**src/mem_pkg.sv**
```systemverilog
// Scratch RAM geometry
// Address width, data width and word count

package mem_pkg;

	// Word address into the scratch RAM
	localparam int ADDR_W = 8;

	// Data word
	localparam int DATA_W = 16;

	// Words in the array, fully decoded by ADDR_W
	localparam int RAM_DEPTH = 256;

endpackage

```
**src/arb_pkg.sv**
```systemverilog
// Arbitration constants shared by the scheduler and the tree arbiter
// Client count, client tag width, pseudo-LRU tree width

package arb_pkg;

	// Requesters sharing the RAM
	localparam int NUM_CLIENTS = 4;

	// Width of a client index, also used as the response tag
	localparam int CLIENT_W = 2;

	// One priority bit per two-way decision in the tree
	localparam int LRU_W = 3;

endpackage
```
**src/mem_if.sv**
```systemverilog
// Interfaces inside the shared RAM design
// client_if: client port to scheduler, one per requester
// ram_if: scheduler to the single-port RAM

`timescale 1ns/1ns

interface client_if;
	import mem_pkg::*;

	// Held command from the port
	logic pending;
	logic we;
	logic [ADDR_W-1:0] addr;
	logic [DATA_W-1:0] wdata;

	// Scheduler pulses, done follows grant by one cycle
	logic grant;
	logic done;
	logic [DATA_W-1:0] rdata;

	modport port (
		output pending, we, addr, wdata,
		input grant, done, rdata
	);

	modport sched (
		input pending, we, addr, wdata,
		output grant, done, rdata
	);
endinterface

interface ram_if;
	import mem_pkg::*;

	logic en;
	logic we;
	logic [ADDR_W-1:0] addr;
	logic [DATA_W-1:0] wdata;
	// Registered, valid the cycle after en
	logic [DATA_W-1:0] rdata;

	modport sched (output en, we, addr, wdata, input rdata);
	modport ram (input en, we, addr, wdata, output rdata);
endinterface

```
**src/shared_ram_top.sv**
```systemverilog
// Shared scratch RAM top level
// Four client ports, the scheduler and the RAM, with plain per-client ports

`timescale 1ns/1ns

module shared_ram_top (
	input  logic clk,
	input  logic reset_i,
	input  logic req_i [arb_pkg::NUM_CLIENTS],
	input  logic we_i [arb_pkg::NUM_CLIENTS],
	input  logic [mem_pkg::ADDR_W-1:0] addr_i [arb_pkg::NUM_CLIENTS],
	input  logic [mem_pkg::DATA_W-1:0] wdata_i [arb_pkg::NUM_CLIENTS],
	output logic ack_o [arb_pkg::NUM_CLIENTS],
	output logic [mem_pkg::DATA_W-1:0] rdata_o [arb_pkg::NUM_CLIENTS]
);

	client_if cif0 ();
	client_if cif1 ();
	client_if cif2 ();
	client_if cif3 ();
	ram_if rif ();

	client_port port0 (
		.clk(clk),
		.reset_i(reset_i),
		.req_i(req_i[0]),
		.we_i(we_i[0]),
		.addr_i(addr_i[0]),
		.wdata_i(wdata_i[0]),
		.ack_o(ack_o[0]),
		.rdata_o(rdata_o[0]),
		.cif(cif0)
	);

	client_port port1 (
		.clk(clk),
		.reset_i(reset_i),
		.req_i(req_i[1]),
		.we_i(we_i[1]),
		.addr_i(addr_i[1]),
		.wdata_i(wdata_i[1]),
		.ack_o(ack_o[1]),
		.rdata_o(rdata_o[1]),
		.cif(cif1)
	);

	client_port port2 (
		.clk(clk),
		.reset_i(reset_i),
		.req_i(req_i[2]),
		.we_i(we_i[2]),
		.addr_i(addr_i[2]),
		.wdata_i(wdata_i[2]),
		.ack_o(ack_o[2]),
		.rdata_o(rdata_o[2]),
		.cif(cif2)
	);

	client_port port3 (
		.clk(clk),
		.reset_i(reset_i),
		.req_i(req_i[3]),
		.we_i(we_i[3]),
		.addr_i(addr_i[3]),
		.wdata_i(wdata_i[3]),
		.ack_o(ack_o[3]),
		.rdata_o(rdata_o[3]),
		.cif(cif3)
	);

	mem_scheduler sched0 (
		.clk(clk),
		.reset_i(reset_i),
		.cif0(cif0),
		.cif1(cif1),
		.cif2(cif2),
		.cif3(cif3),
		.rif(rif)
	);

	scratch_ram ram0 (
		.clk(clk),
		.rif(rif)
	);

endmodule

```
**src/scratch_ram.sv**
```systemverilog
// Single-port scratch RAM
// Synchronous write, registered read, contents unknown until written

`timescale 1ns/1ns

module scratch_ram (
	input  logic clk,
	ram_if.ram rif
);
	import mem_pkg::*;

	logic [DATA_W-1:0] mem [RAM_DEPTH];
	logic [DATA_W-1:0] rdata_q;

	always_ff @(posedge clk)
	begin
		if (rif.en)
		begin
			if (rif.we)
				mem[rif.addr] <= rif.wdata;
			else
				rdata_q <= mem[rif.addr];
		end
	end

	// Holds the last read until the next one
	assign rif.rdata = rdata_q;

endmodule

```
**src/mem_scheduler.sv**
```systemverilog
// Shared RAM scheduler
// Picks one pending client per cycle, issues a registered RAM access with a
// tag, and routes the returning read data to the owner by that tag

`timescale 1ns/1ns

module mem_scheduler (
	input  logic clk,
	input  logic reset_i,
	client_if.sched cif0,
	client_if.sched cif1,
	client_if.sched cif2,
	client_if.sched cif3,
	ram_if.sched rif
);
	import arb_pkg::*;
	import mem_pkg::*;

	logic [NUM_CLIENTS-1:0] pending;
	logic [NUM_CLIENTS-1:0] eligible;
	logic [NUM_CLIENTS-1:0] grant_sel;
	logic [NUM_CLIENTS-1:0] grant_vec;
	logic [NUM_CLIENTS-1:0] done_vec;
	logic issue;
	logic [CLIENT_W-1:0] sel_tag;
	logic sel_we;
	logic [ADDR_W-1:0] sel_addr;
	logic [DATA_W-1:0] sel_wdata;
	logic req_valid;
	logic [CLIENT_W-1:0] req_tag;
	logic req_we;
	logic [ADDR_W-1:0] req_addr;
	logic [DATA_W-1:0] req_wdata;
	logic resp_valid;
	logic [CLIENT_W-1:0] resp_tag;

	////////////////////////////////////////////////////////////////////////////
	// Issue stage
	////////////////////////////////////////////////////////////////////////////

	assign pending = {cif3.pending, cif2.pending, cif1.pending, cif0.pending};

	// The client in issue still shows pending until it sees grant
	assign eligible = pending & ~grant_vec;
	assign issue = |eligible;

	lru_arbiter4 arb0 (
		.clk(clk),
		.reset_i(reset_i),
		.req_i(eligible),
		.update_lru_i(issue),
		.grant_o(grant_sel)
	);

	// Command mux
	always_comb
	begin
		case (grant_sel)
			4'b0010: {sel_tag, sel_we, sel_addr, sel_wdata} = {2'd1, cif1.we, cif1.addr, cif1.wdata};
			4'b0100: {sel_tag, sel_we, sel_addr, sel_wdata} = {2'd2, cif2.we, cif2.addr, cif2.wdata};
			4'b1000: {sel_tag, sel_we, sel_addr, sel_wdata} = {2'd3, cif3.we, cif3.addr, cif3.wdata};
			default: {sel_tag, sel_we, sel_addr, sel_wdata} = {2'd0, cif0.we, cif0.addr, cif0.wdata};
		endcase
	end

	always_ff @(posedge clk)
	begin
		if (reset_i)
		begin
			req_valid <= 1'b0;
			resp_valid <= 1'b0;
		end
		else
		begin
			req_valid <= issue;
			resp_valid <= req_valid;
		end
	end

	// Request and tag pipeline
	always_ff @(posedge clk)
	begin
		req_tag <= sel_tag;
		req_we <= sel_we;
		req_addr <= sel_addr;
		req_wdata <= sel_wdata;
		resp_tag <= req_tag;
	end

	assign rif.en = req_valid;
	assign rif.we = req_we;
	assign rif.addr = req_addr;
	assign rif.wdata = req_wdata;

	////////////////////////////////////////////////////////////////////////////
	// Response routing
	////////////////////////////////////////////////////////////////////////////

	// Grant while in issue, done while the RAM data returns
	always_comb
	begin
		for (int i = 0; i < NUM_CLIENTS; i++)
		begin
			grant_vec[i] = req_valid && (req_tag == CLIENT_W'(i));
			done_vec[i] = resp_valid && (resp_tag == CLIENT_W'(i));
		end
	end

	assign cif0.grant = grant_vec[0];
	assign cif1.grant = grant_vec[1];
	assign cif2.grant = grant_vec[2];
	assign cif3.grant = grant_vec[3];

	assign cif0.done = done_vec[0];
	assign cif1.done = done_vec[1];
	assign cif2.done = done_vec[2];
	assign cif3.done = done_vec[3];

	// Read data is broadcast, done picks the owner
	assign cif0.rdata = rif.rdata;
	assign cif1.rdata = rif.rdata;
	assign cif2.rdata = rif.rdata;
	assign cif3.rdata = rif.rdata;

endmodule

```
**src/lru_arbiter4.sv**
```systemverilog
// Four-way pseudo-LRU tree arbiter
// Two leaf decisions and one top decision, each steered by one LRU bit

`timescale 1ns/1ns

module lru_arbiter4 (
	input  logic clk,
	input  logic reset_i,
	input  logic [arb_pkg::NUM_CLIENTS-1:0] req_i,
	input  logic update_lru_i,
	output logic [arb_pkg::NUM_CLIENTS-1:0] grant_o
);
	import arb_pkg::*;

	// Bit 2 steers the left pair, bit 1 the top, bit 0 the right pair
	logic [LRU_W-1:0] lru_bits;
	logic [LRU_W-1:0] lru_nxt;
	logic [1:0] left_grant;
	logic [1:0] right_grant;
	logic [1:0] top_grant;

	// Two-way decision, prio high favours input 1
	function automatic logic [1:0] arb2(input logic prio, input logic [1:0] req);
		logic [1:0] grant;
		if (prio)
		begin
			grant[1] = req[1];
			grant[0] = req[0] & ~req[1];
		end
		else
		begin
			grant[0] = req[0];
			grant[1] = req[1] & ~req[0];
		end
		return grant;
	endfunction

	////////////////////////////////////////////////////////////////////////////
	// Grant tree
	////////////////////////////////////////////////////////////////////////////

	assign left_grant = arb2(lru_bits[2], req_i[1:0]);
	assign right_grant = arb2(lru_bits[0], req_i[3:2]);

	// Top picks between halves that have a winner
	assign top_grant = arb2(lru_bits[1], {|right_grant, |left_grant});

	assign grant_o = {right_grant & {2{top_grant[1]}}, left_grant & {2{top_grant[0]}}};

	////////////////////////////////////////////////////////////////////////////
	// LRU update
	////////////////////////////////////////////////////////////////////////////

	// Flip the bits on the winning path toward the other side
	always_comb
	begin
		case (grant_o)
			4'b0001: lru_nxt = {1'b1, 1'b1, lru_bits[0]};
			4'b0010: lru_nxt = {1'b0, 1'b1, lru_bits[0]};
			4'b0100: lru_nxt = {lru_bits[2], 1'b0, 1'b1};
			4'b1000: lru_nxt = {lru_bits[2], 1'b0, 1'b0};
			default: lru_nxt = lru_bits;
		endcase
	end

	// Only a grant that was actually used ages the tree
	always_ff @(posedge clk)
	begin
		if (reset_i)
			lru_bits <= '0;
		else if (update_lru_i && |req_i)
			lru_bits <= lru_nxt;
	end

endmodule

```
**src/client_port.sv**
```systemverilog
// Client endpoint for the shared RAM
// Four-phase req/ack on the outside, pending/grant/done toward the scheduler

`timescale 1ns/1ns

module client_port (
	input  logic clk,
	input  logic reset_i,
	input  logic req_i,
	input  logic we_i,
	input  logic [mem_pkg::ADDR_W-1:0] addr_i,
	input  logic [mem_pkg::DATA_W-1:0] wdata_i,
	output logic ack_o,
	output logic [mem_pkg::DATA_W-1:0] rdata_o,
	client_if.port cif
);
	import mem_pkg::*;

	localparam logic [1:0] S_IDLE = 2'd0;
	localparam logic [1:0] S_WAIT = 2'd1;
	localparam logic [1:0] S_ACKED = 2'd2;

	logic [1:0] state;
	logic pending;
	logic cmd_we;
	logic [ADDR_W-1:0] cmd_addr;
	logic [DATA_W-1:0] cmd_wdata;

	// Handshake FSM
	always_ff @(posedge clk)
	begin
		if (reset_i)
		begin
			state <= S_IDLE;
			pending <= 1'b0;
			ack_o <= 1'b0;
		end
		else
		begin
			case (state)
				S_IDLE:
				begin
					if (req_i)
					begin
						pending <= 1'b1;
						state <= S_WAIT;
					end
				end
				S_WAIT:
				begin
					if (cif.grant)
						pending <= 1'b0;
					// Done always lands after grant
					if (cif.done)
					begin
						ack_o <= 1'b1;
						state <= S_ACKED;
					end
				end
				S_ACKED:
				begin
					// Hold ack until the client lets go of req
					if (!req_i)
					begin
						ack_o <= 1'b0;
						state <= S_IDLE;
					end
				end
				default:
					state <= S_IDLE;
			endcase
		end
	end

	// Command and read data registers
	always_ff @(posedge clk)
	begin
		if (state == S_IDLE && req_i)
		begin
			cmd_we <= we_i;
			cmd_addr <= addr_i;
			cmd_wdata <= wdata_i;
		end
		if (state == S_WAIT && cif.done)
			rdata_o <= cif.rdata;
	end

	assign cif.pending = pending;
	assign cif.we = cmd_we;
	assign cif.addr = cmd_addr;
	assign cif.wdata = cmd_wdata;

endmodule

```
**config.mk**
```make
export PLATFORM = sky130hd
export DESIGN_NAME = shared_ram_top
export DESIGN_NICKNAME = d
export VERILOG_FILES = /design/src/mem_pkg.sv /design/src/arb_pkg.sv /design/src/mem_if.sv /design/src/shared_ram_top.sv /design/src/scratch_ram.sv /design/src/mem_scheduler.sv /design/src/lru_arbiter4.sv /design/src/client_port.sv
export SDC_FILE = /design/constraint.sdc
export NUM_CORES = 2
export LEC_CHECK = 0
export BUFFER_PORTS_ARGS = -buffer_cell sky130_fd_sc_hd__buf_2
export CORE_ASPECT_RATIO = 0.6
export CORE_MARGIN = 1.5
export CORE_UTILIZATION = 50
export DETAILED_ROUTE_END_ITERATION = 16
export PLACE_DENSITY = 0.74
export REMOVE_ABC_BUFFERS = 1
export SETUP_SLACK_MARGIN = 0.05
export SLEW_MARGIN = 40
export SYNTH_ARGS = -nofsm -noshare
export SYNTH_HDL_FRONTEND = slang
export SYNTH_SLANG_ARGS = --single-unit
```
**constraint.sdc**
```tcl
create_clock -name clk -period 4 [get_ports clk]
set_clock_uncertainty 0.05 [all_clocks]
set_input_delay 0.2 -clock clk [delete_from_list [all_inputs] [get_ports clk]]
set_output_delay 0.2 -clock clk [all_outputs]
set_load 0.05 [all_outputs]
```
Word-level counts from Yosys, hierarchy flattened:

Memory sizes are Yosys's and may differ from the RTL's. A register that Yosys moved wholly into a read port is not among the register bits.
Index checks and enable logic that the tools add are counted.

* bits in registers: 214
* RAM bits: 4096
* bits of input ports: 106
* output and inout bits: 68
* word-level logic and storage cells: 197
* memories kept: 1

Memories
* ram0.mem: depth 256, width 16, rd ports 1, clocked after Yosys merged registers in 1, write ports 1, line scratch_ram.sv:12 `logic [DATA_W-1:0] mem [RAM_DEPTH];`

* equal/unequal tests: 34
* muxes and demuxes: 51
* bitwise operators: 21
* reductions and logical operators: 52

Operators with widths (count)
* $pmux W16 S3: 1
* $reduce_and A3 Y1: 12
* $mux W2: 15
* $pmux W2 S3: 5
* $ne A2 B2 Y1 const B: 12
* $pmux W8 S3: 1
* $reduce_bool A2 Y1: 10
* $mux W1: 19
* $eq A2 B2 Y1 const B: 8
* $logic_and A1 B1 Y1: 16
* $pmux W1 S2: 8
* $eq A2 B1 Y1 const B: 6
* $logic_not A2 Y1: 6
* $pmux W3 S4: 1
* $not A1 Y1: 11
* $ne A2 B1 Y1 const B: 4
* $reduce_and A4 Y1: 2
* $and A1 B1 Y1: 6
* $and A2 B2 Y2: 2
* $and A4 B4 Y4: 1
* $eq A4 B1 Y1 const B: 1
* $eq A4 B2 Y1 const B: 1
* $eq A4 B3 Y1 const B: 1
* $eq A4 B4 Y1 const B: 1
* 6 further kinds: 8

Depth between registers and ports, before layout:

* depth in word-level cells: 15
* mapped depth: 9
* gate-level depth less buffers: 6

Cells and area by module:

A second synthesis with hierarchy kept.

* cells, all modules: 7220
* area, all modules: 163351.7 um^2

By module, submodules not included
* scratch_ram: instances 1, cells each 6705, area an instance 155236.4 um^2, seq. area each 123478.4 um^2
* client_port: instances 4, cells each 62, area an instance 1426.4 um^2, seq. area each 1311.3 um^2
* mem_scheduler: instances 1, cells each 242, area an instance 2212.1 um^2, seq. area each 620.6 um^2
* lru_arbiter4: instances 1, cells each 25, area an instance 197.7 um^2, seq. area each 60.1 um^2

Worst setup path before layout:

Ideal clock, no wire load.

* path kind: reg-to-reg
* from: register sched0.req_wdata[0] (netlist: sched0.rif.wdata[0])
* to: memory ram0.mem[0][0], data pin
* setup time: 0.852 ns
* arrival: 3.382 ns
* data required time: 3.098 ns
* setup slack: -0.284 ns
* stages on the path, launching flop included: 1
* buffers on the path: 0
* clock period less this slack: 4.284 ns
* cells stage by stage: dfxtp_1

RTL lines
* from (decl): line mem_scheduler.sv:33 `logic [DATA_W-1:0] req_wdata;`
* from (signal assigned): line mem_scheduler.sv:86 `req_wdata <= sel_wdata;`
* to (decl): line scratch_ram.sv:12

Straight into the memory's write port.

==> summary.txt <==
CORE AREA: 322000 sq um
Buf+Inv Stages, Crit Path: 4
Clock Sink Count: 4326
Post CTS Setup Buffer Count: 0
status: complete, no violations
Synth Area in Simple Gates: 0.997%
sequential share of power: 49.6%
Pleak: 58.8 nW
layout cells sized above 1: 30.0%
port bufs: 173
RSZ-0062 raised after global routing: true
vias in the first global route: 82784
Crit Path Max Fanout: 29
async set-reset flop share out of synthesis: 0%
Final Hold Viols: 0
crit path launch type: flip-flop
WL/cell: 34.9 um
Die Y: 444 um
crit-path cells: buf_12 -> buf_12 -> buf_4 -> mux4_2 -> a22oi_1 -> a21oi_1 -> o41ai_4 -> buf_4 -> nand4_1
Worst Tran Pin Value: 0.949 ns
CTS H-tree lvls: 5
Reg clk slew, reported paths: 0.08 ns
total CTS buffers: 350
P&R area growth vs syn: 15.5%
Required @ worst endpoint: 4.58 ns
Seq cells post-synth: 4326
post-route minimum period: 3.91 ns
grt ovf: 0
CP arrival: 4.49 ns
final antenna-violating net count: 0
CTS tree: yes
HP Class: in -> reg
Syn Area/Cell: 22.9 sq um
cells after synthesis: 7088
Combinational Power Share: 17.8%
largest family of logic cells by synthesized area: multiplexers
Synth area leader: edfxtp_1
first-pass GRT wire length: 624000 um
Top FF cell, synth: edfxtp_1
IO Count: 174
total track usage: 26.5%
Setup crit end kind: flip-flop
Max Slew Vio Count: 0
Vias: 84572
RePlAce Congestion: 0.887
Worst-Skew Late Latency: 0.93 ns
post-DP HPWL: 254000 um
yosys warns: 0
Post-route DRC: 0
sw frac: 27.0%
DR vias/cell: 6.67
most frequent cell after synthesis: edfxtp_1
post-synthesis mux area share: 14.3%
pwr dens: 576 nW/um^2
number of flops mapped to enable cells by yosys: 4276
Slowest-stage cell, CP: dfxtp_4
die area: 328000 sq um
Fillers: 21881
largest net degree at the start of global routing: 149
CP peak stage delay: 0.70 ns
post-synthesis xor/xnor area fraction: 0%
die width: 739 um
max cap viols: 0
post-synthesis compound-gate area fraction: 3.83%
Psw: 29.2 mW
area share of fa/ha/maj cells after synthesis: 0%
TritonRoute pass-1 iters: 7
final setup fails: 0
final net count: 8179
Row Count: 161
slew margin rel.: 36.8%
sequential fraction of the synthesis area: 79.7%
share of the synthesized area in the top cell type: 79.1%
CP top delay family: compound AO/OA/AOI/OAI gates
Post-synth top cells: edfxtp_1 (4276), mux4_2 (1024), a22oi_1 (512)
CTS Buffer Depth: 4
Final period util: 97.8%
Design Power: 108 mW
Iter 0 DRT Violations: 14723
Peak Freq: 0.256 GHz
Syn Std Cell Area: 162000 sq um
dominant cells by area after synthesis: edfxtp_1 (79%), mux4_2 (14%), a22oi_1 (2.4%)
Int Pwr: 78.9 mW
drt total wl: 442000 um
kind of critical path: reg -> reg
Setup TNS: 0 ns
initial antenna violation count: 23
Distinct cells, synth: 39
clk root buf: clkbuf_16
peak ir drop on the vdd network: 0.000522 V
clock share of power: 32.6%
Initial Util: 50.4%
[cell usage in the layout (no fill, tap or decap), types with 5 or more instances in the layout]
cell type and count:
clkinv_1 60, o41ai_1 17, clkbuf_1 63, a22o_1 15
mux2i_1 10, a21oi_1 253, dlygate4sd3_1 204, clkinvlp_4 14
a221o_1 15, dfxtp_1 32, nor2_2 11, nor2_1 276
edfxtp_1 4276, nand2_1 21, clkbuf_16 361, nor3_1 6
o41ai_2 34, bufinv_16 38, clkinv_2 62, nand4_1 17
a222oi_1 10, dfxtp_4 18, a22oi_1 511, o41ai_4 13
o21ai_0 5, mux4_2 1024, buf_4 561, a21oi_2 11
inv_6 9, nand2_2 17, diode_2 14, buf_12 119
inv_1 17, buf_2 173
[path summary, 6_finish.rpt]
check,startpoint,endpoint,slack (ns),depth (start not counted)
worst min-delay path,addr_i[31],port0.cif.addr[7]$_DFFE_PP_,0.03,2
worst max register to register,sched0.rif.addr[0]$_DFF_P_,ram0.rif.rdata[0]$_DFFE_PP_,0.09,9
worst min register to register,sched0.req_tag[0]$_DFF_P_,sched0.resp_tag[0]$_DFF_P_,0.44,0
worst max-delay path,sched0.rif.addr[0]$_DFF_P_,ram0.rif.rdata[0]$_DFFE_PP_,0.09,9
[sequential cells by signal (all words and copies together), names as in the netlist, 8 cells and up]
| name | cells |
|---|---|
| port0.cif.addr | 8 |
| sched0.rif.wdata | 16 |
| port3.cif.addr | 8 |
| port2.cif.addr | 8 |
| port2.cif.wdata | 16 |
| ram0.mem | 4096 |
| port0.rdata_o | 16 |
| port0.cif.wdata | 16 |
| port1.cif.wdata | 16 |
| port1.cif.addr | 8 |
| sched0.rif.addr | 8 |
| ram0.rif.rdata | 16 |
| port2.rdata_o | 16 |
| port1.rdata_o | 16 |
| port3.cif.wdata | 16 |
| port3.rdata_o | 16 |
[metal layers]
metal / track usage (%) / up-vias / share of wire, % / wire (um)
met3: 9.61 / 921 / 16 / 70100
met2: 38.6 / 7123 / 44 / 196000
met5: 0.595 / - / 0.10 / 455
li1: - / 32339 / - / -
met4: 8.00 / 30 / 3.4 / 15100
met1: 38.0 / 44159 / 36 / 160000
[stage by stage]
step / util (%) / hold WS, ns / instance area [sq um] / setup slack, ns / std cells
5_1_grt: 58.2 / 0.0185 / 187000 / 0.0485 / 12660
3_3_place_gp: 53.9 / 0.329 / 174000 / -0.738 / 11823
3_5_place_dp: 54.0 / 0.328 / 174000 / -0.0508 / 11832
4_1_cts: 58.2 / 0.00135 / 187000 / 0.0985 / 12653
6_report: 58.2 / 0.0315 / 187000 / 0.0867 / 12671
2_1_floorplan: - / 0.219 / 160000 / -41.77 / 6661
[area by class of cell]
| type | instances | area [sq um] | share of cell area (%) |
|---|---|---|---|
| clock buffers | 428 | 9330 | 4.97 |
| clock inverters | 189 | 1950 | 1.04 |
| flip-flops and latches | 4326 | 129000 | 69.1 |
| repair buffers | 1060 | 9540 | 5.09 |
| well taps | 4319 | 5400 | 2.88 |
| inverters | 17 | 63.8 | 0.0340 |
| diodes | 14 | 35.0 | 0.0187 |
| multi-input cells | 2318 | 31700 | 16.9 |
[power groups by stage]
| stage | combinational (mW) | clock (mW) | sequential, mW |
|---|---|---|---|
| 3_3_place_gp | 17.6 | 0 | 54.7 |
| 6_report | 19.2 | 35.2 | 53.6 |
| 3_5_place_dp | 18.3 | 0 | 54.6 |
| 4_1_cts | 18.6 | 35.1 | 53.6 |
| 2_1_floorplan | 8.94 | 0 | 56.3 |
| 5_1_grt | 19.9 | 37.0 | 53.6 |
[repair_timing]
| item | CTS | global route |
|---|---|---|
| pin swaps | 1 | 0 |
| gates resized for setup | 2 | 8 |
| endpoints found under the hold margin | 199 | 0 |
| cloned | 0 | 0 |
| hold buffers | 204 | 0 |
| setup endpoints to repair | 3 | 7 |
[kinds of logic after synthesis]
logic type | after synthesis
buffers and inverters | 444
DFF | 4326
and+or+nand+nor | 388
AOI/OAI and AO/OA | 896
muxes | 1034
No activity file was read; power rests on OpenSTA's default activity.
